**config.mk**
```make
export PLATFORM = sky130hd
export DESIGN_NAME = fu_cmpl_buf
export DESIGN_NICKNAME = d
export VERILOG_FILES = /design/src/logic/fu_pkg.sv /design/src/logic/fu_cmpl_buf.sv
export SDC_FILE = /design/constraint.sdc
export NUM_CORES = 1
export LEC_CHECK = 0
export BUFFER_PORTS_ARGS = -buffer_cell sky130_fd_sc_hd__buf_2
export CAP_MARGIN = 5
export CORE_ASPECT_RATIO = 1.75
export CORE_MARGIN = 10
export CORE_UTILIZATION = 25
export DETAILED_ROUTE_END_ITERATION = 12
export PLACE_DENSITY_LB_ADDON = 0.08
export SLEW_MARGIN = 20
export SYNTH_ARGS = -nofsm -noshare
export SYNTH_HDL_FRONTEND = slang
export SYNTH_SLANG_ARGS = --single-unit
export TNS_END_PERCENT = 1
```
**constraint.sdc**
```tcl
create_clock -name clk -period 35.3 [get_ports clk]
set_input_delay 7.06 -clock clk [delete_from_list [all_inputs] [get_ports clk]]
set_output_delay 7.06 -clock clk [all_outputs]
set_load 0.05 [all_outputs]
```
**src/logic/fu_pkg.sv**
```systemverilog
package fu_pkg;

	// datapath and tag widths
	localparam int XLEN      = 64;
	localparam int ROB_IDX_W = 5;
	localparam int PRF_IDX_W = 6;

	// physical tag that never takes a write
	localparam logic [PRF_IDX_W-1:0] ZERO_REG = 6'd31;

	// unit select codes from the reservation station
	localparam int FU_SEL_W = 3;
	localparam logic [FU_SEL_W-1:0] FU_SEL_NONE          = 3'd0;
	localparam logic [FU_SEL_W-1:0] FU_SEL_ALU           = 3'd1;
	localparam logic [FU_SEL_W-1:0] FU_SEL_UNCOND_BRANCH = 3'd2;
	localparam logic [FU_SEL_W-1:0] FU_SEL_COND_BRANCH   = 3'd3;
	localparam logic [FU_SEL_W-1:0] FU_SEL_MULT          = 3'd4;

	// operate format function field
	// bis sits at 0x28 so that it does not alias addq
	localparam logic [6:0] ALU_ADDQ  = 7'h20;
	localparam logic [6:0] ALU_SUBQ  = 7'h29;
	localparam logic [6:0] ALU_AND   = 7'h00;
	localparam logic [6:0] ALU_BIS   = 7'h28;
	localparam logic [6:0] ALU_XOR   = 7'h40;
	localparam logic [6:0] ALU_SLL   = 7'h39;
	localparam logic [6:0] ALU_SRL   = 7'h34;
	localparam logic [6:0] ALU_CMPEQ = 7'h2d;
	localparam logic [6:0] ALU_CMPLT = 7'h4d;

	// branch format opcodes
	localparam logic [5:0] BR_BR  = 6'h30;
	localparam logic [5:0] BR_BEQ = 6'h39;
	localparam logic [5:0] BR_BNE = 6'h3d;
	localparam logic [5:0] BR_BLT = 6'h3a;
	localparam logic [5:0] BR_BGE = 6'h3e;

	// completion buffer and credits
	localparam int CMPL_DEPTH = 8;
	localparam int CMPL_PTR_W = $clog2(CMPL_DEPTH);
	localparam int CRED_W     = 4;

	// multiplier latency in register stages
	localparam int MULT_STAGES = 3;

	// bits 20:13, rb in the register form, an 8-bit literal otherwise
	typedef struct packed {
		logic [4:0] rb;
		logic [2:0] sbz;
	} fu_lit_t;

	typedef union packed {
		struct packed {
			logic [5:0] opcode;
			logic [4:0] ra;
			fu_lit_t    literal;
			logic       is_literal;
			logic [6:0] func;
			logic [4:0] rc;
		} opr;
		struct packed {
			logic [5:0]  opcode;
			logic [4:0]  ra;
			logic [20:0] disp;
		} br;
	} fu_inst_u;

	typedef struct packed {
		logic [XLEN-1:0]      npc;
		logic [XLEN-1:0]      opa;
		logic [XLEN-1:0]      opb;
		fu_inst_u             inst;
		logic [PRF_IDX_W-1:0] dest_tag;
		logic [ROB_IDX_W-1:0] rob_idx;
		logic [FU_SEL_W-1:0]  sel;
	} fu_iss_t;

	typedef struct packed {
		logic [ROB_IDX_W-1:0] rob_idx;
		logic [PRF_IDX_W-1:0] dest_tag;
		logic                 wr_en;
		logic                 is_br;
		logic                 taken;
		logic [XLEN-1:0]      value;
		logic [XLEN-1:0]      target;
	} fu_cmpl_t;

endpackage

```
**src/logic/fu_cmpl_buf.sv**
```systemverilog
`timescale 1ns/10ps

module fu_cmpl_buf (
	input  logic             clk,
	input  logic             rst_n_i,
	input  fu_pkg::fu_cmpl_t wr_a_i,
	input  logic             wr_a_vld_i,
	input  fu_pkg::fu_cmpl_t wr_b_i,
	input  logic             wr_b_vld_i,
	output fu_pkg::fu_cmpl_t head_o,
	output logic             head_vld_o,
	input  logic             pop_i,
	output logic             credit_ret_o
);

	import fu_pkg::*;

	fu_cmpl_t            mem [CMPL_DEPTH];
	// one extra wrap bit tells full from empty
	logic [CMPL_PTR_W:0] wr_ptr;
	logic [CMPL_PTR_W:0] rd_ptr;
	logic [CMPL_PTR_W:0] b_ptr;
	logic                pop;

	assign head_vld_o   = wr_ptr != rd_ptr;
	assign head_o       = mem[rd_ptr[CMPL_PTR_W-1:0]];
	assign pop          = pop_i && head_vld_o;
	assign credit_ret_o = pop;

	// port b lands behind port a when both fire
	assign b_ptr = wr_ptr + (CMPL_PTR_W+1)'(wr_a_vld_i);

	always_ff @(posedge clk) begin
		if (wr_a_vld_i) begin
			mem[wr_ptr[CMPL_PTR_W-1:0]] <= wr_a_i;
		end
		if (wr_b_vld_i) begin
			mem[b_ptr[CMPL_PTR_W-1:0]] <= wr_b_i;
		end
	end

	// no overflow check, issue credits bound the occupancy
	always_ff @(posedge clk) begin
		if (!rst_n_i) begin
			wr_ptr <= '0;
		end else begin
			wr_ptr <= wr_ptr + (CMPL_PTR_W+1)'(wr_a_vld_i) + (CMPL_PTR_W+1)'(wr_b_vld_i);
		end
	end

	always_ff @(posedge clk) begin
		if (!rst_n_i) begin
			rd_ptr <= '0;
		end else if (pop) begin
			rd_ptr <= rd_ptr + 1'b1;
		end
	end

endmodule

```
==> impl_metrics.tcl, run 1 <==
set metrics [dict create \
    nets 3707 \
    via_count 31030 \
    syn_inst 2974 \
    ys_seq_elements 1147 \
    r2r_end "mem[0][75]$_DFFE_PP_" \
    postCtsSetupBuffers 0 \
    avgViaCountPerCell 4.735 \
    final_common_cell "mux2_2" \
    initial_core_util 0.2515 \
    clock_latency_ns 0.77 \
    min_path_cells 2 \
    crit_arrival_ns 7.80 \
    place_area_um2 62330 \
    core_um2 224800 \
    grt_pass1_vias 34890 \
    overflow 0 \
    yosysUniqueCellTypes 36 \
    syn_avg_cell_area_um2 19.01 \
    yosys.area.top_type "edfxtp_1" \
    min_period_ns 14.86 \
    cp-end-kind "output pin" \
    r2r_slack_ns 29.77 \
    areaGrowthSynthToFinish_pct 17.58 \
    core.rowCount 230 \
    cts_tree "built" \
    status "finished clean" \
    clk_pin_slew_ns 0.06 \
    cts.sinks 1147 \
    drive_gt1_frac 0.6175 \
    io_buffers 432 \
    wl_met2_um 96740 \
    post-route-drc-count 0 \
    drt_iter0_drc 1871 \
    dr.pass1.iters 4 \
    rsz0062_at_grt "false" \
    crit_required_ns 28.24 \
    cts_resized 0 \
    cts.htree.levels 4 \
    multi_input_area_um2 21410 \
    synth_ff_type "edfxtp_1" \
    final_cell_mix "1196 x mux2_2, 1136 x edfxtp_1, 432 x buf_2" \
    ys_seq_area_frac 0.6074 \
    cap_violations 0 \
    grt_first_pass_wirelength_um 274300 \
    ant_nets 0 \
    cts_buffers 140 \
    r2r-start "wr_ptr[0]$_SDFF_PN0_" \
    regArea_um2 34340 \
    setup_tns_ns 0 \
    finClkSkew_ns 0.03462 \
    dp_hpwl_um 107000 \
    die_h_um 649.0 \
    cts_root_buf "clkbuf_16" \
    clockBufferDepth 4 \
    wl_met3_um 14260 \
    hold_viol_final 0 \
    hold_path.class "reg2reg" \
    maxSlewHeadroom 0.2453 \
    rr_worst_depth 8 \
    wl_um 195800 \
    cp_max_fo 6 \
    top_layer "met5" \
    die_w_um 379.4 \
    min-delay-start "rd_ptr[3]$_SDFFE_PN0P_" \
    fin_area_um2 66460 \
    syn_nets 3268 \
    criticalPathCategory "in2out" \
    syn_area_um2 56520 \
    met1_length_um 79860 \
    startpoint_type "input port" \
    wl_per_cell_um 29.87 \
    setup_violations 0 \
    grt_max_degree 83 \
    ios 433 \
    postCtsHoldBufs 0 \
    die_area_um2 246300 \
    leakagePower_uw 0.02106 \
    slew_viol_final 0 \
    yosysWarnings 0 \
    whs_endpoint "rd_ptr[3]$_SDFFE_PN0P_" \
    period_share 0.4210 \
    power.density_nw_per_um2 69.04 \
    synth_edf_count 1136 \
    grt_antenna_before_repair 93 \
    grt_usage 0.1560 \
    yosys-top-cells-area "edfxtp_1 60%, mux2_2 24%, mux4_2 11%, mux2_1 1.6%, buf_2 1.1%" \
    finalWeightedCongestion 0.7225 \
    tightest_slew_ns 1.132 \
    fmax_mhz 67.28 \
    netlist.area_leader.share 0.6035 \
    n_fill_cell 22200 \
    async_reset_ff_frac 0 \
    peakVddDrop_mv 0.04129 \
]
power by group:
part / internal [µW] / total, µW / switching, µW
logic: 553 / 1500 / 951
registers: 1700 / 1750 / 53.5
clock network: 752 / 1330 / 580
total: 3000 / 4590 / 1580
how the worst max path moves through the flow:
stage | startpoint | end | slack [ns]
finish | pop_i | credit_ret_o | 20.44
global route | pop_i | credit_ret_o | 20.38
CTS | pop_i | credit_ret_o | 20.42
detailed placement | pop_i | credit_ret_o | 20.43
global placement | pop_i | credit_ret_o | 20.42
floorplan | wr_a_vld_i | mem[2][0]$_DFFE_PP_ | 16.75
state kept, by name (all words and copies together), names as in the netlist, named ones only:
signal	count
mem	1136
rd_ptr	4
wr_ptr	4
cells by family (layout without fill, tap and decap cells):
family,Yosys count,count (layout),synth area share
other cells,0,32,0
flops,1147,1147,0.6074
fa+ha+maj,5,5,0.001107
xor+xnor,10,10,0.001815
buf+inv,203,735,0.01682
simple gates,33,33,0.003365
compound gates,14,14,0.001704
mux,1562,1562,0.3678
cell usage after synthesis (2+ instances only):
library cell	instances
o21bai_1	2
dfxtp_1	11
buf_4	9
o21ai_0	2
o22ai_1	3
nand3_1	7
mux4_2	284
mux2_2	1196
edfxtp_1	1136
clkbuf_1	56
nor3b_1	2
ha_1	5
xnor2_1	3
mux2_1	82
and2_1	5
nor3_2	2
nor2_1	4
nand2b_1	3
a21boi_0	2
buf_2	124
xor2_1	5
buf_1	13
nand2_1	5
worst max-delay path: stages:
cell	delay, ns
buf_2	0.10
o41ai_1	0.17
inv_1	0.19
buf_2	0.28
area by class of cell:
class / instances / area share
Antenna cell: 32 / 0.001205
Clock buffer: 173 / 0.05554
Clock inverter: 62 / 0.004989
Inverter: 1 / 0.00005648
Multi-Input combinational cell: 1624 / 0.3222
Sequential cell: 1147 / 0.5168
Tap cell: 3016 / 0.05678
Timing Repair Buffer: 499 / 0.04247
metal layers:
layer  up-vias  GRT usage
li1      13230          -
met1     16580     0.1924
met2       821     0.2662
met3       321    0.04582
met4        82    0.03591
met5         -          0
per-stage QoR:
stage,cells,setup WS (ns),power (µW),utilization,hold WS [ns]
floorplan,2974,16.75,2871,-,0.4758
global placement,6286,20.42,3313,0.2773,0.5042
detailed placement,6286,20.43,3334,0.2773,0.5116
CTS,6521,20.42,4700,0.2952,0.5199
global route,6528,20.38,4810,0.2954,0.5600
finish,6554,20.44,4588,0.2957,0.5091
(Power assumes the default switching activity.)
==> run 2: changes to the inputs <==
clock period = 12.8 ns   (was 35.3 ns; I/O delays follow)
==> run 2 against run 1 <==
- global-route usage is 0.11 points lower
- clock skew is 0.024 ns higher
- register-to-register slack worse by 22 ns
- via count is 0.21% higher
- clock power rose to 2.8 times the previous value
- core utilization barely moved
- critical path depth rose by 1
- sequential power rose to 2.8 times the previous value
==> impl_metrics.tcl, run 2 (synthesis gave the netlist of run 1 again) <==
set metrics [dict create \
    drive_gt1_frac 0.6202 \
    n_fill_cell 22160 \
    dp_hpwl_um 108100 \
    clockBufferDepth 4 \
    cap_violations 0 \
    clk_pin_slew_ns 0.06 \
    wl_per_cell_um 29.74 \
    status "finished clean" \
    die_h_um 649.0 \
    cts_root_buf "clkbuf_16" \
    leakagePower_uw 0.02109 \
    hold_viol_final 0 \
    crit_required_ns 10.24 \
    cts_resized 0 \
    grt_pass1_vias 34780 \
    min-delay-start "rd_ptr[3]$_SDFFE_PN0P_" \
    ios 433 \
    finClkSkew_ns 0.05878 \
    cp_max_fo 54 \
    clock_latency_ns 0.79 \
    multi_input_area_um2 21410 \
    switchingPower_uw 4361 \
    cp-end-kind "output pin" \
    crit_arrival_ns 4.54 \
    largest_reg_flops 1136 \
    final_util 0.2957 \
    cts.sinks 1147 \
    cts_tree "built" \
    power.density_nw_per_um2 190.5 \
    place_ws_ns 5.208 \
    initial_core_util 0.2515 \
    postCtsHoldBufs 0 \
    rsz0062_at_grt "false" \
    drt_iter0_drc 1844 \
    setup_violations 0 \
    finalWorstSetupSlack_ns 5.695 \
    avgViaCountPerCell 4.749 \
    period_share 0.5551 \
    die_w_um 379.4 \
    place_inst 6288 \
    slew_viol_final 0 \
    dr.pass1.iters 5 \
    maxSlewHeadroom 0.1868 \
    regArea_um2 34340 \
    criticalPathCategory "reg2out" \
    grt_max_degree 104 \
    tightest_slew_ns 1.220 \
    nets 3707 \
    min_period_ns 7.105 \
    grt_antenna_before_repair 107 \
    fin_area_um2 66470 \
    postCtsSetupBuffers 0 \
    p_sw_frac 0.3444 \
    fin_cells 6548 \
    setup_tns_ns 0 \
    cts.htree.levels 4 \
    die_area_um2 246300 \
    wl_um 194800 \
    ant_nets 0 \
    grt_first_pass_wirelength_um 272300 \
    finalWeightedCongestion 0.7237 \
    core_um2 224800 \
    via_count 31100 \
    hold_path.class "reg2reg" \
    overflow 0 \
    p_comb_frac 0.329 \
    startpoint_type "flip-flop" \
    fmax_mhz 140.8 \
    areaGrowthSynthToFinish_pct 17.60 \
    pwr-share-clk 0.290 \
    io_buffers 432 \
    cts_buffers 138 \
    place_area_um2 62360 \
    grt_usage 0.1549 \
    post-route-drc-count 0 \
    internal-power_uw 8301 \
    final_common_cell "mux2_2" \
    r2r-start "wr_ptr[0]$_SDFF_PN0_" \
    p_seq_frac 0.381 \
    core.rowCount 230 \
    peakVddDrop_mv 0.1485 \
    final_cell_mix "1196 x mux2_2, 1136 x edfxtp_1, 432 x buf_2" \
]
## run 2: cell count changes in the layout (fill, tap and decap cells not counted), sizes merged
| cell | before | now |
|---|---|---|
| clkbuf | 173 | 169 |
| clkinv | 56 | 52 |
| diode | 32 | 30 |
| bufinv | 2 | 4 |
| buf | 499 | 501 |
## run 2: per-layer routing
| layer | GRT usage | vias to the layer above | part of all wire |
|---|---|---|---|
| met2 | 0.2606 | 879 | 0.49 |
| li1 | - | 13190 | - |
| met4 | 0.03842 | 90 | 0.022 |
| met1 | 0.1946 | 16610 | 0.41 |
| met5 | 0 | - | 0.0030 |
| met3 | 0.04315 | 333 | 0.075 |
## run 2: power by group through the flow
stage          Combinational [µW]  Sequential (µW)  Clock [µW]
3_3_place_gp                 4260             4880           0
2_1_floorplan                2950             4950           0
6_report                     4170             4820        3670
4_1_cts                      4300             4830        3820
3_5_place_dp                 4290             4910           0
5_1_grt                      4460             4860        3950
## run 2: final cells by class
cell class,count,share of cell area
diodes,30,0.001129
clock buffers,169,0.05466
clock inverters,60,0.005647
inverters,1,0.00005647
multi-input cells,1624,0.3221
flip-flops and latches,1147,0.5167
well taps,3016,0.05677
repair buffers,501,0.04292
## run 2: stage by stage
step	hold slack [ns]	total power [µW]
floorplan	0.4758	7903
global placement	0.4934	9136
detailed placement	0.5087	9201
CTS	0.5184	12960
global route	0.5484	13270
finish	0.5160	12660
## run 2: critical path, stage by stage (launching register included)
cell     delay (ns)
dfxtp_4        0.85
buf_4          0.87
buf_4          0.88
mux4_2         0.42
mux2_2         0.31
buf_2          0.23
## run 2: worst paths after layout
| check | to | slack (ns) | depth (start not counted) |
|---|---|---|---|
| worst max-delay path | head_o[116] | 5.70 | 5 |
| worst min-delay path | rd_ptr[3]$_SDFFE_PN0P_ | 0.52 | 2 |
| worst min register to register | rd_ptr[3]$_SDFFE_PN0P_ | 0.52 | 2 |
| worst max register to register | mem[4][86]$_DFFE_PP_ | 7.51 | 7 |
