## src/logic/fu_pkg.sv

```systemverilog
package fu_pkg;

	// datapath and tag widths
	localparam int XLEN      = 64;
	localparam int ROB_IDX_W = 5;
	localparam int PRF_IDX_W = 6;

	// physical tag that never takes a write
	localparam logic [PRF_IDX_W-1:0] ZERO_REG = 6'd31;

	// unit select codes from the reservation station
	localparam int FU_SEL_W = 3;
	localparam logic [FU_SEL_W-1:0] FU_SEL_NONE          = 3'd0;
	localparam logic [FU_SEL_W-1:0] FU_SEL_ALU           = 3'd1;
	localparam logic [FU_SEL_W-1:0] FU_SEL_UNCOND_BRANCH = 3'd2;
	localparam logic [FU_SEL_W-1:0] FU_SEL_COND_BRANCH   = 3'd3;
	localparam logic [FU_SEL_W-1:0] FU_SEL_MULT          = 3'd4;

	// operate format function field
	// bis sits at 0x28 so that it does not alias addq
	localparam logic [6:0] ALU_ADDQ  = 7'h20;
	localparam logic [6:0] ALU_SUBQ  = 7'h29;
	localparam logic [6:0] ALU_AND   = 7'h00;
	localparam logic [6:0] ALU_BIS   = 7'h28;
	localparam logic [6:0] ALU_XOR   = 7'h40;
	localparam logic [6:0] ALU_SLL   = 7'h39;
	localparam logic [6:0] ALU_SRL   = 7'h34;
	localparam logic [6:0] ALU_CMPEQ = 7'h2d;
	localparam logic [6:0] ALU_CMPLT = 7'h4d;

	// branch format opcodes
	localparam logic [5:0] BR_BR  = 6'h30;
	localparam logic [5:0] BR_BEQ = 6'h39;
	localparam logic [5:0] BR_BNE = 6'h3d;
	localparam logic [5:0] BR_BLT = 6'h3a;
	localparam logic [5:0] BR_BGE = 6'h3e;

	// completion buffer and credits
	localparam int CMPL_DEPTH = 8;
	localparam int CMPL_PTR_W = $clog2(CMPL_DEPTH);
	localparam int CRED_W     = 4;

	// multiplier latency in register stages
	localparam int MULT_STAGES = 3;

	// bits 20:13, rb in the register form, an 8-bit literal otherwise
	typedef struct packed {
		logic [4:0] rb;
		logic [2:0] sbz;
	} fu_lit_t;

	typedef union packed {
		struct packed {
			logic [5:0] opcode;
			logic [4:0] ra;
			fu_lit_t    literal;
			logic       is_literal;
			logic [6:0] func;
			logic [4:0] rc;
		} opr;
		struct packed {
			logic [5:0]  opcode;
			logic [4:0]  ra;
			logic [20:0] disp;
		} br;
	} fu_inst_u;

	typedef struct packed {
		logic [XLEN-1:0]      npc;
		logic [XLEN-1:0]      opa;
		logic [XLEN-1:0]      opb;
		fu_inst_u             inst;
		logic [PRF_IDX_W-1:0] dest_tag;
		logic [ROB_IDX_W-1:0] rob_idx;
		logic [FU_SEL_W-1:0]  sel;
	} fu_iss_t;

	typedef struct packed {
		logic [ROB_IDX_W-1:0] rob_idx;
		logic [PRF_IDX_W-1:0] dest_tag;
		logic                 wr_en;
		logic                 is_br;
		logic                 taken;
		logic [XLEN-1:0]      value;
		logic [XLEN-1:0]      target;
	} fu_cmpl_t;

endpackage

```

## src/logic/fu_alu.sv

```systemverilog
`timescale 1ns/10ps

module fu_alu (
	input  logic             clk,
	input  logic             rst_n_i,
	input  logic             start_i,
	input  fu_pkg::fu_iss_t  issue_i,
	output fu_pkg::fu_cmpl_t cmpl_o,
	output logic             done_o
);

	import fu_pkg::*;

	logic [XLEN-1:0] opb;
	logic [XLEN-1:0] result;
	fu_cmpl_t        cmpl_nxt;

	// literal form replaces rb with a zero-extended 8-bit constant
	always_comb begin
		if (issue_i.inst.opr.is_literal) begin
			opb = {{(XLEN-8){1'b0}}, issue_i.inst.opr.literal};
		end else begin
			opb = issue_i.opb;
		end
	end

	always_comb begin
		case (issue_i.inst.opr.func)
			ALU_ADDQ:  result = issue_i.opa + opb;
			ALU_SUBQ:  result = issue_i.opa - opb;
			ALU_AND:   result = issue_i.opa & opb;
			ALU_BIS:   result = issue_i.opa | opb;
			ALU_XOR:   result = issue_i.opa ^ opb;
			// shift amount is the low six bits only
			ALU_SLL:   result = issue_i.opa << opb[5:0];
			ALU_SRL:   result = issue_i.opa >> opb[5:0];
			ALU_CMPEQ: result = {{(XLEN-1){1'b0}}, issue_i.opa == opb};
			ALU_CMPLT: result = {{(XLEN-1){1'b0}}, $signed(issue_i.opa) < $signed(opb)};
			default:   result = '0;
		endcase
	end

	always_comb begin
		cmpl_nxt.rob_idx  = issue_i.rob_idx;
		cmpl_nxt.dest_tag = issue_i.dest_tag;
		cmpl_nxt.wr_en    = issue_i.dest_tag != ZERO_REG;
		cmpl_nxt.is_br    = 1'b0;
		cmpl_nxt.taken    = 1'b0;
		cmpl_nxt.value    = result;
		cmpl_nxt.target   = '0;
	end

	always_ff @(posedge clk) begin
		if (!rst_n_i) begin
			done_o <= 1'b0;
		end else begin
			done_o <= start_i;
		end
	end

	// record holds until the next start
	always_ff @(posedge clk) begin
		if (start_i) begin
			cmpl_o <= cmpl_nxt;
		end
	end

endmodule

```

## config.mk

```make
export PLATFORM = sky130hd
export DESIGN_NAME = fu_alu
export DESIGN_NICKNAME = d
export VERILOG_FILES = /design/src/logic/fu_pkg.sv /design/src/logic/fu_alu.sv
export SDC_FILE = /design/constraint.sdc
export NUM_CORES = 1
export LEC_CHECK = 0
export ABC_AREA = 0
export BUFFER_PORTS_ARGS = -buffer_cell sky130_fd_sc_hd__buf_2
export CAP_MARGIN = 5
export CORE_MARGIN = 2
export CORE_UTILIZATION = 30
export CTS_CLUSTER_DIAMETER = 200
export DETAILED_ROUTE_END_ITERATION = 16
export PLACE_DENSITY_LB_ADDON = 0.15
export SLEW_MARGIN = 10
export SYNTH_ARGS = -nofsm -noshare
export SYNTH_HDL_FRONTEND = slang
export SYNTH_SLANG_ARGS = --single-unit
```

## constraint.sdc

```tcl
create_clock -name clk -period 5.75 [get_ports clk]
set_input_delay 0.575 -clock clk [delete_from_list [all_inputs] [get_ports clk]]
set_output_delay 0.575 -clock clk [all_outputs]
set_load 0.02 [all_outputs]
```

==> impl_metrics.json, run 1 <==
{
  "port_buffers": 234,
  "boundaryPins": 384,
  "grt-ovfl-total": 0,
  "period_minus_slack_ns": 5.23,
  "clock_path_buffers": 2,
  "worst_pin_slew_ns": 1.32,
  "critPathKind": "in -> reg",
  "gp_congestion": 1.08,
  "antenna_left": 0,
  "hold_path.class": "in -> reg",
  "wl_per_cell_um": 31.1,
  "power_density_nw_per_um2": 169,
  "top_usage_layer": "met2",
  "h-tree-depth": 3,
  "drt_iter0_drc": 3737,
  "std_cell_rows": 98,
  "fp.coreArea_um2": 71400,
  "yosysSeqAreaShare_pct": 10.6,
  "endpoint_kind": "flip-flop",
  "synth_edf_count": 76,
  "cp-startpoint": "issue_i[26]",
  "drive_above_1_share_pct": 15.8,
  "syn_avg_cell_area_um2": 7.10,
  "post_drt_via_cell_ratio": 6.30,
  "cts_inserted_buffers": 9,
  "syn_to_final_growth_pct": 13.1,
  "grt_pass1_wl_mm": 182,
  "slew_headroom_pct": 11.9,
  "grt_pass1_vias": 24300,
  "routed_wl_mm": 130,
  "regArea_um2": 2300,
  "rsz0062_at_grt": "false",
  "post_cts_buffers": 0,
  "crit_path_end": "cmpl_o[119]",
  "status": "finished clean",
  "start_kind": "input port",
  "route.detailed.drc": 0,
  "power.leakage_nw": 10.9,
  "cts_resized": 0,
  "cts_root_buf": "clkbuf_16",
  "synth_ff_type": "edfxtp_1",
  "cts.sinks": 77,
  "grt_use_met3_pct": 7.61,
  "ys_ff_latch": 77,
  "die_h_um": 272,
  "drtPass1Iterations": 6,
  "final_util_pct": 34.3,
  "finalHoldViolCount": 0,
  "grt_max_degree": 137,
  "fillers": 8001,
  "multiInputGateArea_um2": 17400,
  "drv_slew": 0,
  "grtUsageTotal_pct": 33.6,
  "syn_area_um2": 21600,
  "die-area_um2": 74200,
  "cts_tree": "yes",
  "arrival_ns": 5.37,
  "setup_violations": 0,
  "crit_required_ns": 5.90,
  "min_period_over_period_pct": 90.9,
  "path_clk_slew_ns": 0.08,
  "antenna_found_initial": 10,
  "finalNetCount": 3654,
  "fmax_mhz": 191,
  "grt_use_met2_pct": 48.6,
  "use_met1_pct": 47.2,
  "cp_max_fo": 33,
  "vias": 26300,
  "detailed_place_hpwl_mm": 103,
  "die_w_um": 272,
  "peakVddDrop_v": 0.000163,
  "ys_types": 96,
  "whs_ns": 0.343,
  "cts_hold_buf": 0,
  "netlist_instances": 3045,
  "tns_ns": 0,
  "floorplan.initialDensity_pct": 30.3,
  "yosys_warnings": 0,
  "cap_viol_max_count": 0,
  "synthArstFlopShare_pct": 0
}
-- cells in the mapped netlist, types with 31 or more instances --
cell type | instances | area (um2)
mux2i_1 | 213 | 2130
o211ai_1 | 35 | 263
nand2b_1 | 71 | 444
o21ai_0 | 173 | 866
mux4_2 | 33 | 743
a221oi_1 | 54 | 473
buf_1 | 31 | 116
ha_1 | 195 | 2440
o221ai_1 | 56 | 490
a211oi_1 | 61 | 458
edfxtp_1 | 76 | 2280
buf_2 | 50 | 250
nor3_1 | 63 | 315
a21o_1 | 48 | 360
nand4_1 | 35 | 219
buf_4 | 70 | 526
nand3_1 | 60 | 300
o22ai_1 | 48 | 300
a21oi_1 | 284 | 1420
inv_1 | 196 | 736
o21bai_1 | 38 | 285
nor2_1 | 330 | 1240
a22oi_1 | 31 | 233
a31oi_1 | 32 | 200
nand2_1 | 265 | 995
clkbuf_1 | 141 | 529
-- worst max-delay path: stages --
cell	delay, ns
buf_2	0.17
buf_4	0.19
buf_4	0.29
mux2i_1	0.37
ha_1	0.31
buf_4	0.17
or4_1	0.39
o21ai_1	0.22
o31ai_2	0.19
a2111oi_4	0.44
o2111ai_1	0.41
a31oi_1	0.54
nand4_1	0.35
o31ai_1	0.43
o221a_2	0.26
o21ai_1	0.05
-- cell type report --
type                            count  share of cell area (%)
Clock buffer                        9                   0.921
Antenna cell                        6                  0.0614
Sequential cell                    77                    9.42
Inverter                          201                    3.13
Tap cell                          950                    4.86
Multi-Input combinational cell   2536                    71.3
Clock inverter                      7                   0.261
Timing Repair Buffer              391                    10.1
-- sequential cells by signal (all words and copies together), names as in the netlist --
name	cells
cmpl_o	76
done_o	1
-- cells in the final DEF (no fill, tap or decap), types with 31 or more instances in the layout --
cell	n
a31oi_1	32
a221oi_1	54
ha_1	195
inv_1	195
edfxtp_1	76
conb_1	66
nor3_1	62
buf_4	149
o21bai_1	38
o211ai_1	35
o21ai_0	172
buf_2	233
nand4_1	35
nand2_1	265
a21oi_1	284
mux2i_1	209
a211oi_1	61
a22oi_1	31
nor2_1	328
o22ai_1	48
nand2b_1	70
o221ai_1	56
mux4_2	33
a21o_1	48
nand3_1	59
-- metal layers --
layer / vias to the layer above / share of wire [%]
li1: 11500 / -
met1: 12900 / 43
met2: 1560 / 41
met3: 283 / 11
met4: 12 / 5.0
met5: - / 0.061
-- through the flow --
stage / area [um2] / std cells / total power, W / worst slack, ns
finish: 24500 / 4177 / 0.00413 / 0.522
global route: 24400 / 4173 / 0.00429 / 0.448
CTS: 24400 / 4171 / 0.00404 / 0.712
detailed placement: 24100 / 4155 / 0.00339 / 0.286
global placement: 24100 / 4155 / 0.00341 / 0.335
floorplan: 21900 / 3110 / 0.00234 / 0.631
-- how the worst min path moves through the flow --
stage	start	to	slack [ns]	cells past startpoint
after floorplan	issue_i[8]	cmpl_o[131]	0.67	0
after global placement	issue_i[6]	cmpl_o[140]	0.75	1
after detailed placement	issue_i[6]	cmpl_o[140]	0.75	1
after CTS	issue_i[6]	cmpl_o[140]	0.32	1
after global routing	issue_i[7]	cmpl_o[141]	0.33	1
final	issue_i[7]	cmpl_o[141]	0.34	1
-- kinds of logic (layout without fill, tap and decap cells) --
group                    count (synthesis)  in the layout  share of synthesized area [%]
AO/OA/AOI/OAI                         1057           1057                           33.1
XOR/XNOR                                16             16                          0.648
adder cells (fa/ha/maj)                197            197                           11.5
buffers and inverters                  497            608                           10.3
flip-flops                              77             77                           10.6
multiplexers                           255            255                           13.9
other                                    1             72                         0.0173
AND/OR/NAND/NOR                        945            945                           20.0
-- report_power, final --
group | internal (W) | switching, W | total (W)
sequential | 0.000679 | 0.0000155 | 0.000695
clock | 0.000303 | 0.000324 | 0.000627
combinational | 0.000878 | 0.00193 | 0.00281
Power figures use the tool's default switching activity.
==> run 2: changes to the inputs <==
- CORE_MARGIN: 2 -> 4
- MAX_ROUTING_LAYER: not set -> met4
==> run 2 against run 1 <==
Compared with the run above:
- first-iteration DRC count is 1.5% lower
- utilization is 0.12 points lower
- total power is 0.49% lower
- clock power is 2% lower
- critical path depth stayed put
- die area is 3.0% higher
- sequential share of layout area hardly changed
- global-route usage is 0.58 points lower
- clock-buffer cell count stayed put
- design area is 0.19% lower
- sequential power hardly changed
- setup slack better by 0.13 ns
- critical endpoint is now cmpl_o[64]
- largest cell class unchanged
==> impl_metrics.json, run 2 (synthesis results as in run 1) <==
{
  "wl_met1_mm": 56.8,
  "path_clk_slew_ns": 0.08,
  "largest-register": "cmpl_o",
  "min_path_cells": 1,
  "min_delay_worst_endpoint": "cmpl_o[140]",
  "cts_root_buf": "clkbuf_16",
  "syn_to_final_growth_pct": 12.9,
  "grt_pass1_vias": 24500,
  "drtPass1Iterations": 6,
  "die_h_um": 276,
  "mostFrequentLayoutCell": "nor2_1",
  "gp_congestion": 1.07,
  "finalNetCount": 3647,
  "peakVddDrop_v": 0.000143,
  "hold_path.class": "in -> reg",
  "grtUsageTotal_pct": 33.1,
  "setup_ws_ns": 0.651,
  "min_period_over_period_pct": 88.7,
  "grt_max_degree": 137,
  "antenna_found_initial": 12,
  "cts_inserted_buffers": 9,
  "cap_viol_max_count": 0,
  "cts_hold_buf": 0,
  "power.leakage_nw": 10.8,
  "status": "finished clean",
  "dpl_cell_area_um2": 24100,
  "grt-ovfl-total": 0,
  "largest_reg_flops": 76,
  "finalInstanceArea_um2": 24400,
  "met3WireLength_mm": 13.1,
  "cts_tree": "yes",
  "regArea_um2": 2300,
  "boundaryPins": 384,
  "fmax_mhz": 196,
  "rsz0062_at_grt": "false",
  "cts_resized": 0,
  "drive_above_1_share_pct": 15.6,
  "finalHoldViolCount": 0,
  "std_cell_rows": 98,
  "die-area_um2": 76400,
  "wl_per_cell_um": 31.2,
  "period_minus_slack_ns": 5.10,
  "cp_max_fo": 5,
  "reg_top3": "cmpl_o x76, done_o x1",
  "place_ws_ns": 0.280,
  "floorplan.initialDensity_pct": 30.2,
  "port_buffers": 234,
  "routed.top_layer": "met4",
  "fillers": 7917,
  "tns_ns": 0,
  "drt_iter0_drc": 3680,
  "detailed_place_hpwl_mm": 103,
  "vias": 26400,
  "hp-start": "issue_i[6]",
  "drv_slew": 0,
  "post_drt_via_cell_ratio": 6.32,
  "worst_pin_slew_ns": 1.35,
  "arrival_ns": 5.24,
  "cts.sinks": 77,
  "fp.coreArea_um2": 71500,
  "post_cts_buffers": 0,
  "multiInputGateArea_um2": 17400,
  "crit_required_ns": 5.90,
  "h-tree-depth": 3,
  "slew_headroom_pct": 9.55,
  "start_kind": "input port",
  "routed_wl_mm": 130,
  "power_density_nw_per_um2": 168,
  "setup_violations": 0,
  "dr_wl_met2_mm": 54.9,
  "route.detailed.drc": 0,
  "clock_path_buffers": 2,
  "critPathKind": "in -> reg",
  "die_w_um": 276,
  "antenna_left": 0,
  "endpoint_kind": "flip-flop",
  "grt_pass1_wl_mm": 183,
  "mostFrequentLayoutCells": "328 x nor2_1, 284 x a21oi_1, 265 x nand2_1, 233 x buf_2, 209 x mux2i_1"
}
## run 2: cell types whose count changed in the layout (fill, tap and decap cells not counted), sizes merged
cell / previous run / this run
diode: 6 / 12
buf: 391 / 384
## run 2: how the worst max path moves through the flow
stage	from	to	slack, ns	depth (start not counted)
5_1_grt	issue_i[26]	cmpl_o[64]	0.43	16
2_1_floorplan	issue_i[26]	cmpl_o[106]	0.63	19
6_report	issue_i[26]	cmpl_o[64]	0.65	16
4_1_cts	issue_i[26]	cmpl_o[64]	0.68	16
3_5_place_dp	issue_i[26]	cmpl_o[64]	0.28	16
3_3_place_gp	issue_i[26]	cmpl_o[112]	0.35	16
## run 2: cell type report
type	instances	share of cell area (%)
diodes	12	0.123
clock buffers	9	0.923
clock inverters	7	0.261
inverters	201	3.14
multi-input cells	2536	71.4
flip-flops and latches	77	9.43
well taps	950	4.87
repair buffers	384	9.88
## run 2: power breakdown
part | internal, W | switching, W
Sequential | 0.000680 | 0.0000144
Clock | 0.000302 | 0.000311
Combinational | 0.000872 | 0.00193
Total | 0.00185 | 0.00225
## run 2: per-stage QoR
stage	total power (W)	cells	util, %	hold slack, ns
2_1_floorplan	0.00234	3110	-	0.674
3_3_place_gp	0.00342	4148	33.7	0.752
3_5_place_dp	0.00339	4148	33.7	0.754
4_1_cts	0.00403	4164	34.1	0.333
5_1_grt	0.00429	4175	34.1	0.341
6_report	0.00411	4176	34.1	0.346
## run 2: routing by layer
| metal | track usage [%] | up-vias |
|---|---|---|
| li1 | - | 11500 |
| met1 | 45.9 | 13000 |
| met2 | 47.3 | 1655 |
| met3 | 6.75 | 229 |
| met4 | 12.1 | 0 |
| met5 | - | - |
## run 2: worst max-delay path: stages
cell      delay [ns]
buf_2           0.29
mux2i_4         0.34
inv_6           0.06
ha_1            0.22
fa_1            0.43
o21bai_1        0.34
a221oi_1        0.18
a21oi_1         0.33
a221oi_1        0.15
o21ai_1         0.47
a221oi_2        0.23
o211ai_1        0.64
a31oi_1         0.23
o221ai_1        0.27
a211oi_1        0.10
or3_1           0.37
