[src/logic/fu_pkg.sv]
package fu_pkg;

	// datapath and tag widths
	localparam int XLEN      = 64;
	localparam int ROB_IDX_W = 5;
	localparam int PRF_IDX_W = 6;

	// physical tag that never takes a write
	localparam logic [PRF_IDX_W-1:0] ZERO_REG = 6'd31;

	// unit select codes from the reservation station
	localparam int FU_SEL_W = 3;
	localparam logic [FU_SEL_W-1:0] FU_SEL_NONE          = 3'd0;
	localparam logic [FU_SEL_W-1:0] FU_SEL_ALU           = 3'd1;
	localparam logic [FU_SEL_W-1:0] FU_SEL_UNCOND_BRANCH = 3'd2;
	localparam logic [FU_SEL_W-1:0] FU_SEL_COND_BRANCH   = 3'd3;
	localparam logic [FU_SEL_W-1:0] FU_SEL_MULT          = 3'd4;

	// operate format function field
	// bis sits at 0x28 so that it does not alias addq
	localparam logic [6:0] ALU_ADDQ  = 7'h20;
	localparam logic [6:0] ALU_SUBQ  = 7'h29;
	localparam logic [6:0] ALU_AND   = 7'h00;
	localparam logic [6:0] ALU_BIS   = 7'h28;
	localparam logic [6:0] ALU_XOR   = 7'h40;
	localparam logic [6:0] ALU_SLL   = 7'h39;
	localparam logic [6:0] ALU_SRL   = 7'h34;
	localparam logic [6:0] ALU_CMPEQ = 7'h2d;
	localparam logic [6:0] ALU_CMPLT = 7'h4d;

	// branch format opcodes
	localparam logic [5:0] BR_BR  = 6'h30;
	localparam logic [5:0] BR_BEQ = 6'h39;
	localparam logic [5:0] BR_BNE = 6'h3d;
	localparam logic [5:0] BR_BLT = 6'h3a;
	localparam logic [5:0] BR_BGE = 6'h3e;

	// completion buffer and credits
	localparam int CMPL_DEPTH = 8;
	localparam int CMPL_PTR_W = $clog2(CMPL_DEPTH);
	localparam int CRED_W     = 4;

	// multiplier latency in register stages
	localparam int MULT_STAGES = 3;

	// bits 20:13, rb in the register form, an 8-bit literal otherwise
	typedef struct packed {
		logic [4:0] rb;
		logic [2:0] sbz;
	} fu_lit_t;

	typedef union packed {
		struct packed {
			logic [5:0] opcode;
			logic [4:0] ra;
			fu_lit_t    literal;
			logic       is_literal;
			logic [6:0] func;
			logic [4:0] rc;
		} opr;
		struct packed {
			logic [5:0]  opcode;
			logic [4:0]  ra;
			logic [20:0] disp;
		} br;
	} fu_inst_u;

	typedef struct packed {
		logic [XLEN-1:0]      npc;
		logic [XLEN-1:0]      opa;
		logic [XLEN-1:0]      opb;
		fu_inst_u             inst;
		logic [PRF_IDX_W-1:0] dest_tag;
		logic [ROB_IDX_W-1:0] rob_idx;
		logic [FU_SEL_W-1:0]  sel;
	} fu_iss_t;

	typedef struct packed {
		logic [ROB_IDX_W-1:0] rob_idx;
		logic [PRF_IDX_W-1:0] dest_tag;
		logic                 wr_en;
		logic                 is_br;
		logic                 taken;
		logic [XLEN-1:0]      value;
		logic [XLEN-1:0]      target;
	} fu_cmpl_t;

endpackage

[src/logic/fu_br.sv]
`timescale 1ns/10ps

module fu_br (
	input  logic             clk,
	input  logic             rst_n_i,
	input  logic             start_i,
	input  fu_pkg::fu_iss_t  issue_i,
	output fu_pkg::fu_cmpl_t cmpl_o,
	output logic             done_o
);

	import fu_pkg::*;

	logic [XLEN-1:0] disp_ext;
	logic            taken;
	fu_cmpl_t        cmpl_nxt;

	always_comb begin
		// word displacement, sign extended and scaled by 4
		disp_ext = {{(XLEN-23){issue_i.inst.br.disp[20]}}, issue_i.inst.br.disp, 2'b00};
		case (issue_i.inst.br.opcode)
			BR_BR:   taken = 1'b1;
			BR_BEQ:  taken = issue_i.opa == '0;
			BR_BNE:  taken = issue_i.opa != '0;
			BR_BLT:  taken = issue_i.opa[XLEN-1];
			BR_BGE:  taken = !issue_i.opa[XLEN-1];
			default: taken = 1'b0;
		endcase
		cmpl_nxt.rob_idx  = issue_i.rob_idx;
		cmpl_nxt.dest_tag = issue_i.dest_tag;
		// only the unconditional form writes a link register
		cmpl_nxt.wr_en    = (issue_i.inst.br.opcode == BR_BR) && (issue_i.dest_tag != ZERO_REG);
		cmpl_nxt.is_br    = 1'b1;
		cmpl_nxt.taken    = taken;
		cmpl_nxt.value    = issue_i.npc;
		cmpl_nxt.target   = issue_i.npc + disp_ext;
	end

	always_ff @(posedge clk) begin
		if (!rst_n_i) begin
			done_o <= 1'b0;
		end else begin
			done_o <= start_i;
		end
	end

	always_ff @(posedge clk) begin
		if (start_i) begin
			cmpl_o <= cmpl_nxt;
		end
	end

endmodule

[config.mk]
export PLATFORM = sky130hd
export DESIGN_NAME = fu_br
export DESIGN_NICKNAME = d
export VERILOG_FILES = /design/src/logic/fu_pkg.sv /design/src/logic/fu_br.sv
export SDC_FILE = /design/constraint.sdc
export NUM_CORES = 1
export LEC_CHECK = 0
export ABC_AREA = 1
export BUFFER_PORTS_ARGS = -buffer_cell sky130_fd_sc_hd__buf_4
export CELL_PAD_IN_SITES_DETAIL_PLACEMENT = 1
export CELL_PAD_IN_SITES_GLOBAL_PLACEMENT = 1
export CORE_ASPECT_RATIO = 1.75
export CORE_MARGIN = 5
export CORE_UTILIZATION = 35
export DETAILED_ROUTE_END_ITERATION = 16
export GPL_TIMING_DRIVEN = 0
export PLACE_DENSITY_LB_ADDON = 0.1
export SYNTH_ARGS = -nofsm -noshare
export SYNTH_HDL_FRONTEND = slang
export SYNTH_SLANG_ARGS = --single-unit
export TNS_END_PERCENT = 10
[constraint.sdc]
create_clock -name clk -period 2.7 [get_ports clk]
set_input_delay 0.54 -clock clk [delete_from_list [all_inputs] [get_ports clk]]
set_output_delay 0.54 -clock clk [all_outputs]
set_load 0.01 [all_outputs]
==> results.md, run 1 <==
- Worst Setup EP: cmpl_o[62]$_DFFE_PP_
- Routed wire length: between 30000 and 40000 um
- Clock transition at path regs: 0.06 ns
- Via density: around 4.7
- Antenna violations before repair: 0
- Multi-input logic area: between 4000 and 5000 sq um
- Slew Limit Fails: 0
- Status: complete, no violations
- Total clock sinks: 140
- Avg Cell Area, Syn: just over 7 sq um
- Max_cap viols: 0
- Synth top area share: 41.0%
- Place WS: -0.226 ns
- Detail Route Antenna Nets: 0
- # fillers: 3717
- H-tree Lvls: 4
- First-pass DRT Iterations: 6
- Largest net degree at the start of global routing: 86
- Number of global-route vias before repair: between 10000 and 15000
- Synth cell types: 31
- Setup violations, final: 0
- Pwr Density: around 540 nW/um^2
- Leak: about 7.4 nW
- Layout cells sized above 1: a little over a fifth
- Achievable clock frequency: 0.414 GHz
- Grt peak-use layer: met2
- Worst-path fanout max: 42
- #FFs+latches synth: 140
- FP Rows: 82
- Gr usage total: 24.0%
- TritonCTS Buffers: 17
- Initial core utilization: 35.5%
- Setup ws final: approximately 0.28 ns
- Period utilization: roughly nine tenths
- Met1 usage: between 20 and 25%
- Clock buffer depth: 2
- Final core utilization: roughly 48%
- Gr ovfl total: 0
- Worst vdd ir: 444 uV
- Startpoint Class: primary input
- Unrepaired setup endpoints after global routing: false
- Core Area: approximately 29000 sq um
- Setup_tns: 0 ns
- Synth area leaders: edfxtp_1 (41%), nand2_1 (21%), inv_1 (11%)
- Global-route wire length before repair: approximately 60000 um
- Crit. Startpoint: issue_i[34]
- CTS tree: yes
- Commonest non-fill, non-tap cell in the layout: nand2_1
- Slew headroom: 54.3%
- Postcts setup bufs: 0
- NumNets Final: between 2000 and 2500
- Hold buffers post-CTS: 0
- Sequential element share of the synthesized area: 41.2%
- YS warnings: 0
- Die Wd: around 140 um
- DRT iter0 DRCs: approximately 360
- Worst Path Required: 2.91 ns
- Syn nets: approximately 1700
- I/O pin count: approximately 380
- Placer congestion estimate: 0.890
- Antenna cell count: 0
- Routed vias: around 10000
- HPWL after DPL: 34300 um
- Cell taking the most area after synthesis: edfxtp_1
- CTS Root Cell: clkbuf_16
- Cell area after synthesis: 10200 sq um
- Actual slew at the worst max-slew pin: between 0.6 and 0.7 ns
- Most frequent cells in the layout: nand2_1 (576), buf_4 (312), inv_1 (290), nor2_1 (139), edfxtp_1 (139)
- CP Capture Type: register
- Die Y: around 240 um
- Crit Path Category: primary input to register
- Reg area: around 4200 sq um
- Number of port buffers: 310
- DRC violations left: 0
- Post_cts resized: 0
- Area Overhead vs Synth: 33.9%
- Minimum clock period after layout: 2.42 ns
- Worst hold path class: primary input to register
- WP data arrival: 2.62 ns
- Met3 Track Usage GR: around 5.3%
- Met2 usage: between 40% and 50%
- DR WL/cell: 18.3 um
- Hold Fails Final Rpt: 0
- Die area: approximately 33000 sq um
- Synth Instances: between 1000 and 1500
Yosys cell counts:
cell type	n
a21oi_1	41
edfxtp_1	139
xor2_1	30
nor4_2	1
ha_1	61
nor3_1	14
or2_1	1
nor3_2	2
nand3_2	5
nor4_1	1
and2_1	1
conb_1	1
inv_1	290
dfxtp_1	1
xnor2_1	2
buf_4	3
and2_0	1
clkinv_1	1
inv_2	11
o21ai_0	5
fa_1	1
nand2_2	11
nor3_4	2
o21bai_1	8
nand2_1	576
o31ai_1	1
nor2_1	139
nand4_1	24
nand3_1	53
nor2_2	11
or2_2	1
metal layers:
layer / wire (um) / vias to the layer above
li1: - / 5098
met1: 13200 / 4676
met2: 22000 / 336
met3: 2030 / 91
met4: 2340 / 0
met5: 0 / -
flip-flops by register name, indices dropped and copies added, names as in the netlist:
signal  flops
cmpl_o    139
done_o      1
final cells by class:
class,count,share of cell area [%]
clock inverter,14,1.35
clock buffer,18,3.15
tap,378,3.47
inverter,302,8.33
buffer,3,0.165
sequential,140,30.8
multi-input combinational,993,35.4
timing repair buffer,311,17.3
power breakdown:
part,switching (mW),internal (mW),leakage (nW)
Clock,1.03,1.47,0.292
Combinational,1.28,0.844,5.70
Sequential,0.0702,2.70,1.37
cells by family (layout without fill, tap and decap cells):
group / Yosys count / in the layout / synth area share [%]
other cells: 1 / 1 / 0.0369
xor+xnor: 32 / 32 / 2.76
flops: 140 / 140 / 41.2
buf+inv: 305 / 648 / 11.4
compound gates: 55 / 55 / 2.93
fa+ha+maj: 62 / 62 / 7.70
simple gates: 843 / 843 / 34.0
how the worst min path moves through the flow:
stage | from | endpoint | slack [ns] | depth (start not counted)
2_1_floorplan | start_i | done_o$_SDFF_PN0_ | 0.63 | 2
3_3_place_gp | issue_i[3] | cmpl_o[137]$_DFFE_PP_ | 0.72 | 1
3_5_place_dp | issue_i[3] | cmpl_o[137]$_DFFE_PP_ | 0.72 | 1
4_1_cts | issue_i[3] | cmpl_o[137]$_DFFE_PP_ | 0.23 | 1
5_1_grt | issue_i[3] | cmpl_o[137]$_DFFE_PP_ | 0.24 | 1
6_report | issue_i[3] | cmpl_o[137]$_DFFE_PP_ | 0.26 | 1
worst max-delay path: stages:
cell and delay [ns]:
buf_4 0.43, ha_1 0.43, nand2_1 0.12, nand2_1 0.08, a21oi_1 0.33, nand2_1 0.15
nand2_1 0.08, nand2_1 0.07, a21oi_1 0.18, nand2_1 0.07, nand2_1 0.05, nand2_1 0.05
through the flow:
| step | hold WS, ns | instance area, sq um | power (mW) | instances |
|---|---|---|---|---|
| CTS | 0.232 | 13600 | 7.50 | 2159 |
| finish | 0.261 | 13600 | 7.39 | 2159 |
| global route | 0.236 | 13600 | 7.79 | 2159 |
| global placement | 0.719 | 13000 | 4.92 | 2126 |
| floorplan | 0.633 | 10200 | 3.86 | 1438 |
| detailed placement | 0.720 | 13000 | 4.97 | 2127 |
No activity file was read; power rests on OpenSTA's default activity.
==> run 2, diff against run 1 <==
--- a/config.mk
+++ b/config.mk
@@ -10,7 +10,7 @@
 export CELL_PAD_IN_SITES_DETAIL_PLACEMENT = 1
 export CELL_PAD_IN_SITES_GLOBAL_PLACEMENT = 1
 export CORE_ASPECT_RATIO = 1.75
-export CORE_MARGIN = 5
+export CORE_MARGIN = 3
 export CORE_UTILIZATION = 35
 export DETAILED_ROUTE_END_ITERATION = 16
 export GPL_TIMING_DRIVEN = 0
==> constraint.sdc (replaced) <==
create_clock -name clk -period 2.42 [get_ports clk]
set_input_delay 0.484 -clock clk [delete_from_list [all_inputs] [get_ports clk]]
set_output_delay 0.484 -clock clk [all_outputs]
set_load 0.01 [all_outputs]
==> run 2 against run 1 <==
Compared with the run above: hold slack got worse by 0.054 ns; critical path depth is 1 lower; sequential power grew 12%; combinational power rose by 11%; total power up 13%; count of clock-buffer cells in the layout stayed put; sequential cell count stayed put; worst setup slack got worse by 0.11 ns; non-clock buffer count stayed put; global-route usage increased by 0.55 points; clock power is 16% higher; highest routed layer unchanged; via count about the same; critical path type unchanged.
==> results.md, run 2 (same netlist as run 1, synthesis figures left out) <==
- Slew Limit Fails: 0 (unchanged)
- Gr ovfl total: 0 (unchanged)
- CTS tree: yes
- Critical path, cell by cell: buf_6 -> ha_1 -> nand2_1 -> nor2_1 -> nand2_1 -> nor2_1 -> nand2_1 -> nand3_2 -> nand3_1 -> nand3_1 -> nand2_1
- Antenna cell count: 0 (unchanged)
- Met3 wire length: 2070 um (+2.1%)
- Critical path's slowest cell: ha_1
- Place WS: -0.475 ns (-0.248 ns)
- Sw frac: 30.9% (-1.4 points)
- Total clock sinks: 140 (unchanged)
- Biggest regs: cmpl_o (139), done_o (1)
- Top routing layer in use: met4
- Switch Pwr: 2.58 mW (+8.4%)
- Final core utilization: 47.7% (+0.14 points)
- Design area: 13700 sq um (+0.30%)
- Startpoint Class: primary input
- Minimum clock period after layout: between 2 and 2.5 ns
- Actual slew at the worst max-slew pin: 0.633 ns (-0.0458 ns)
- Worst-path fanout max: 42 (unchanged)
- Max reg flops: 139 (unchanged)
- Antenna violations before repair: 0 (unchanged)
- H-tree Lvls: 4 (unchanged)
- WP data arrival: 2.44 ns (-0.18 ns)
- CP top delay family: simple AND/OR/NAND/NOR gates
- Number of port buffers: 310 (unchanged)
- Post-DP Area: 13000 sq um (unchanged)
- Stages on worst setup path: 11 (-1)
- Commonest non-fill, non-tap cell in the layout: nand2_1
- Met1 wire length: 12800 um (-3.1%)
- FP Rows: 82 (unchanged)
- Overall Power: 8.36 mW (+13%)
- Combinational fraction of design power: 28.2% (-0.5 points)
- Crit Path Category: primary input to register
- DRC violations left: 0 (unchanged)
- Die Y: 231 um (-1.7%)
- Routed wire length: 38400 um (-3.0%)
- Area Overhead vs Synth: 34.3%
- DRT iter0 DRCs: 353 (-0.56%)
- Most frequent CP cell: nand2_1
- DR WL/cell: 17.8 um (-3.0%)
- Postcts setup bufs: 0 (unchanged)
- Initial core utilization: 35.5% (unchanged)
- Number of global-route vias before repair: 10791 (-0.58%)
- Int Pwr: 5.78 mW (+15%)
- Flop pwr share: 36.9% (-0.5 points)
- Buf+Inv Stages, Crit Path: 1 (unchanged)
- Crit. Startpoint: issue_i[34]
- Gr usage total: 24.5% (+0.55 points)
- Slew headroom: 57.4% (+3.1 points)
- Clock transition at path regs: 0.06 ns (about the same)
- Via density: 4.72 (about the same)
- Routed met2 length: 21900 um (-0.22%)
- CTS Root Cell: clkbuf_16
- Core Area: 28600 sq um (unchanged)
- Worst Path Required: 2.61 ns (-0.30 ns)
- CP Capture Type: register
- Unrepaired setup endpoints after global routing: false
- Setup ws final: 0.173 ns (-0.109 ns)
- Period utilization: 92.9%
- Crit path largest cell delay: 0.49 ns (+0.06 ns)
- I/O pin count: 384 (unchanged)
- Setup violations, final: 0 (unchanged)
- Layout cells sized above 1: 21.8% (unchanged)
- Reg with most FFs: cmpl_o
- Clock share of power: 34.9% (+1.0 points)
- Die area: 31200 sq um (-4.5%)
- Leak: 7.38 nW (+0.24%)
- Status: complete, no violations
- NumNets Final: 2071 (unchanged)
- Die Wd: 135 um (-2.9%)
- Worst vdd ir: 455 uV (+2.6%)
- Hold buffers post-CTS: 0 (unchanged)
- Pwr Density: 613 nW/um^2 (+13%)
- Worst hold path class: primary input to register
- Routed vias: 10198 (-0.029%)
- HPWL after DPL: 33400 um (-2.4%)
- Clock buffer depth: 2 (unchanged)
- Most frequent cells in the layout: nand2_1 (576), buf_4 (311), inv_1 (290), nor2_1 (139), edfxtp_1 (139)
- Placer congestion estimate: 0.897 (+0.75%)
- Worst Setup EP: cmpl_o[41]$_DFFE_PP_
- Detail Route Antenna Nets: 0 (unchanged)
- Largest net degree at the start of global routing: 85 (-1.2%)
- Hold Fails Final Rpt: 0 (unchanged)
- First-pass DRT Iterations: 4 (-2)
- Global-route wire length before repair: 57500 um (-3.5%)
- TritonCTS Buffers: 17 (unchanged)
- Max_cap viols: 0 (unchanged)
- Achievable clock frequency: 0.445 GHz
run 2: power by group through the flow:
stage	sequential, mW	combinational, mW	clock, mW
finish	3.09	2.36	2.92
global route	3.11	2.61	3.06
CTS	3.09	2.40	2.97
detailed placement	3.14	2.39	0
global placement	3.13	2.35	0
floorplan	3.28	1.03	0
run 2: worst min path at each step:
| stage | slack [ns] | startpoint | cells past startpoint | to |
|---|---|---|---|---|
| global placement | 0.66 | issue_i[4] | 1 | cmpl_o[138]$_DFFE_PP_ |
| finish | 0.21 | issue_i[4] | 1 | cmpl_o[138]$_DFFE_PP_ |
| detailed placement | 0.66 | issue_i[4] | 1 | cmpl_o[138]$_DFFE_PP_ |
| global route | 0.19 | issue_i[7] | 1 | cmpl_o[141]$_DFFE_PP_ |
| floorplan | 0.58 | start_i | 2 | done_o$_SDFF_PN0_ |
| CTS | 0.18 | issue_i[4] | 1 | cmpl_o[138]$_DFFE_PP_ |
run 2: per-layer routing:
metal	track usage [%]	up-vias
met5	0	-
met4	11.6	0
met3	4.45	66
met2	49.2	310
met1	23.1	4731
li1	-	5091
run 2: layout make-up:
cell class | instances | area, sq um
plain buffers | 3 | 22.5
clock buffers | 18 | 429
clock inverters | 14 | 218
fillers | 3657 | 15000
inverters | 302 | 1130
multi-input cells | 993 | 4820
flip-flops and latches | 140 | 4190
well taps | 378 | 473
repair buffers | 311 | 2360
run 2: timing repair:
item                                    in CTS  in global routing
resized for setup                            0                  2
endpoints found under the setup margin       0                 24
endpoints found under the hold margin        0                  0
run 2: metrics by stage:
step           setup TNS, ns  hold slack [ns]  cells
6_report                   0            0.207   2159
5_1_grt                    0            0.194   2159
4_1_cts                    0            0.184   2159
3_5_place_dp          -11.83            0.664   2127
3_3_place_gp          -10.31            0.663   2126
2_1_floorplan              0            0.577   1438
==> run 3, diff against run 2 <==
--- a/config.mk
+++ b/config.mk
@@ -11,7 +11,8 @@
 export CELL_PAD_IN_SITES_GLOBAL_PLACEMENT = 1
 export CORE_ASPECT_RATIO = 1.75
 export CORE_MARGIN = 3
-export CORE_UTILIZATION = 35
+export CORE_UTILIZATION = 30
+export CTS_BUF_LIST = sky130_fd_sc_hd__clkbuf_8
 export DETAILED_ROUTE_END_ITERATION = 16
 export GPL_TIMING_DRIVEN = 0
 export PLACE_DENSITY_LB_ADDON = 0.1
==> constraint.sdc (replaced) <==
create_clock -name clk -period 2.42 [get_ports clk]
set_input_delay 0.484 -clock clk [delete_from_list [all_inputs] [get_ports clk]]
set_output_delay 0.484 -clock clk [all_outputs]
set_load 0.005 [all_outputs]
==> run 3 against run 2 <==
Compared with the run above: design area decreased by 1.1%; routed wire length increased by 3.4%; total power decreased by 11%; sequential cell count unchanged; maximum frequency increased by 3.1%; sequential power about the same; utilization decreased by 7.1 points; via count decreased by 0.58%; critical path type unchanged; critical endpoint is now cmpl_o[62]$_DFFE_PP_; cell count increased by 3.4%; count of clock-buffer cells in the layout decreased by 1.
==> results.md, run 3 (same netlist as run 1, synthesis figures left out) <==
- DR WL/cell: 17.8 um (about the same)
- Detail Route Antenna Nets: 0 (unchanged)
- Grt peak-use layer: met2
- Period utilization: 90.1% (-2.8 points)
- CTS Root Cell: clkbuf_8
- Buf+Inv Stages, Crit Path: 3 (+2)
- Total clock sinks: 140 (unchanged)
- Clock transition at path regs: 0.09 ns (+0.03 ns)
- Leak: 7.27 nW (-1.5%)
- Layout cells sized above 1: 21.8% (unchanged)
- Die Y: 250 um (+7.8%)
- Worst hold path class: primary input to register
- Startpoint Class: primary input
- Routed wire length: 39600 um (+3.4%)
- CTS tree: yes
- Achievable clock frequency: 0.459 GHz (+3.1%)
- Routed vias: 10139 (-0.58%)
- Int Pwr: 4.96 mW (-14%)
- I/O pin count: 384 (unchanged)
- DRT iter0 DRCs: 282 (-20%)
- TritonCTS Buffers: 17 (unchanged)
- Post_cts resized: 0 (unchanged)
- Slew Limit Fails: 0 (unchanged)
- Via density: 4.54 (-3.8%)
- Crit Path Category: primary input to register
- FP Rows: 88 (+7.3%)
- Setup_tns: 0 ns (unchanged)
- NumNets Final: 2071 (unchanged)
- Die area: 36200 sq um (+16%)
- Setup ws final: 0.240 ns (+0.0666 ns)
- CP top delay family: simple AND/OR/NAND/NOR gates
- Met1 usage: 20.0% (-3.1 points)
- Design area: 13500 sq um (-1.1%)
- Most frequent cells in the layout: nand2_1 (576), buf_4 (311), inv_1 (292), nor2_1 (139), edfxtp_1 (139)
- # fillers: 4229 (+16%)
- Minimum clock period after layout: 2.18 ns (-0.0666 ns)
- Max_cap viols: 0 (unchanged)
- Largest net degree at the start of global routing: 88 (+3.5%)
- Reg with most FFs: cmpl_o
- Gr usage total: 22.0% (-2.5 points)
- DRC violations left: 0 (unchanged)
- Post-DP Area: 13100 sq um (+0.69%)
- Unrepaired setup endpoints after global routing: false
- Status: complete, no violations
- CP Capture Type: register
- Area Overhead vs Synth: 32.9%
- Critical path, cell by cell: buf_4 -> ha_1 -> inv_1 -> fa_1 -> inv_1 -> nand2_1 -> nand2_1 -> nand3_1 -> nand2_2 -> nand2_1 -> nand2_1 -> nand2_1 -> nand2_2 -> nand2_1 -> nand3_1 -> nand2_1
- Gr ovfl total: 0 (unchanged)
- Overall Power: 7.41 mW (-11%)
- Pwr Density: 549 nW/um^2 (-10%)
- Flop pwr share: 41.5% (+4.6 points)
- Antenna violations before repair: 1 (+1)
- Worst Path Required: 2.68 ns (+0.07 ns)
- HPWL after DPL: 34600 um (+3.3%)
- Initial core utilization: 30.6% (-4.9 points)
- Switch Pwr: 2.46 mW (-4.8%)
- Actual slew at the worst max-slew pin: 0.522 ns (-0.111 ns)
- Place WS: -0.479 ns (-0.00444 ns)
- Worst vdd ir: 376 uV (-18%)
- Multi-input logic area: 4820 sq um (unchanged)
- Global-route wire length before repair: 60600 um (+5.3%)
- Slew headroom: 64.8% (+7.5 points)
- Clock buffer depth: 2 (unchanged)
- Crit path largest cell delay: 0.46 ns (-0.03 ns)
- Most frequent CP cell: nand2_1
- Die Wd: 145 um (+7.7%)
- Clock share of power: 28.0% (-6.9 points)
- Postcts setup bufs: 0 (unchanged)
- Critical path's slowest cell: fa_1
- H-tree Lvls: 4 (unchanged)
- Core Area: 33300 sq um (+16%)
- Commonest non-fill, non-tap cell in the layout: nand2_1
- Number of port buffers: 310 (unchanged)
- Combinational fraction of design power: 30.5% (+2.3 points)
- Hold Fails Final Rpt: 0 (unchanged)
- Met2 usage: 43.5% (-5.7 points)
- Max reg flops: 139 (unchanged)
- Worst-path fanout max: 4 (-90%)
- Reg area: 4190 sq um (unchanged)
- Number of global-route vias before repair: 10987 (+1.8%)
- First-pass DRT Iterations: 4 (unchanged)
- Hold buffers post-CTS: 0 (unchanged)
- Placer congestion estimate: 0.897 (about the same)
- Setup violations, final: 0 (unchanged)
- Biggest regs: cmpl_o (139), done_o (1)
- Met3 Track Usage GR: 4.98% (+0.52 points)
- Sw frac: 33.2% (+2.3 points)
- WP data arrival: 2.44 ns (about the same)
## run 3: final cells by class
cell class	count	share of cell area, %
well taps	450	4.17
repair buffers	311	17.5
clock inverters	15	1.31
diodes	1	0.0185
plain buffers	3	0.167
flip-flops and latches	140	31.0
multi-input cells	993	35.7
inverters	302	8.39
clock buffers	17	1.73
## run 3: path summary, 6_finish.rpt
check / endpoint / depth (start not counted) / startpoint / slack (ns)
min: cmpl_o[138]$_DFFE_PP_ / 1 / issue_i[4] / 0.15
max: cmpl_o[62]$_DFFE_PP_ / 16 / issue_i[176] / 0.24
## run 3: layer usage
layer / vias up / part of all wire (%) / wire, um
li1: 5088 / - / -
met3: 93 / 5.1 / 2020
met1: 4643 / 34 / 13400
met2: 315 / 55 / 21800
met4: 0 / 6.1 / 2430
met5: - / 0 / 0
## run 3: metrics by stage
| stage | hold slack (ns) | util, % | std cells |
|---|---|---|---|
| floorplan | 0.577 | - | 1438 |
| global placement | 0.663 | 39.3 | 2198 |
| detailed placement | 0.663 | 39.4 | 2199 |
| CTS | 0.106 | 40.6 | 2231 |
| global route | 0.128 | 40.6 | 2232 |
| finish | 0.155 | 40.6 | 2232 |
## run 3: power by group through the flow
| stage | registers (mW) | logic [mW] | clock network, mW |
|---|---|---|---|
| 2_1_floorplan | 3.17 | 1.02 | 0 |
| 3_3_place_gp | 3.13 | 2.28 | 0 |
| 3_5_place_dp | 3.14 | 2.31 | 0 |
| 4_1_cts | 3.09 | 2.32 | 2.16 |
| 5_1_grt | 3.11 | 2.52 | 2.23 |
| 6_report | 3.08 | 2.26 | 2.07 |
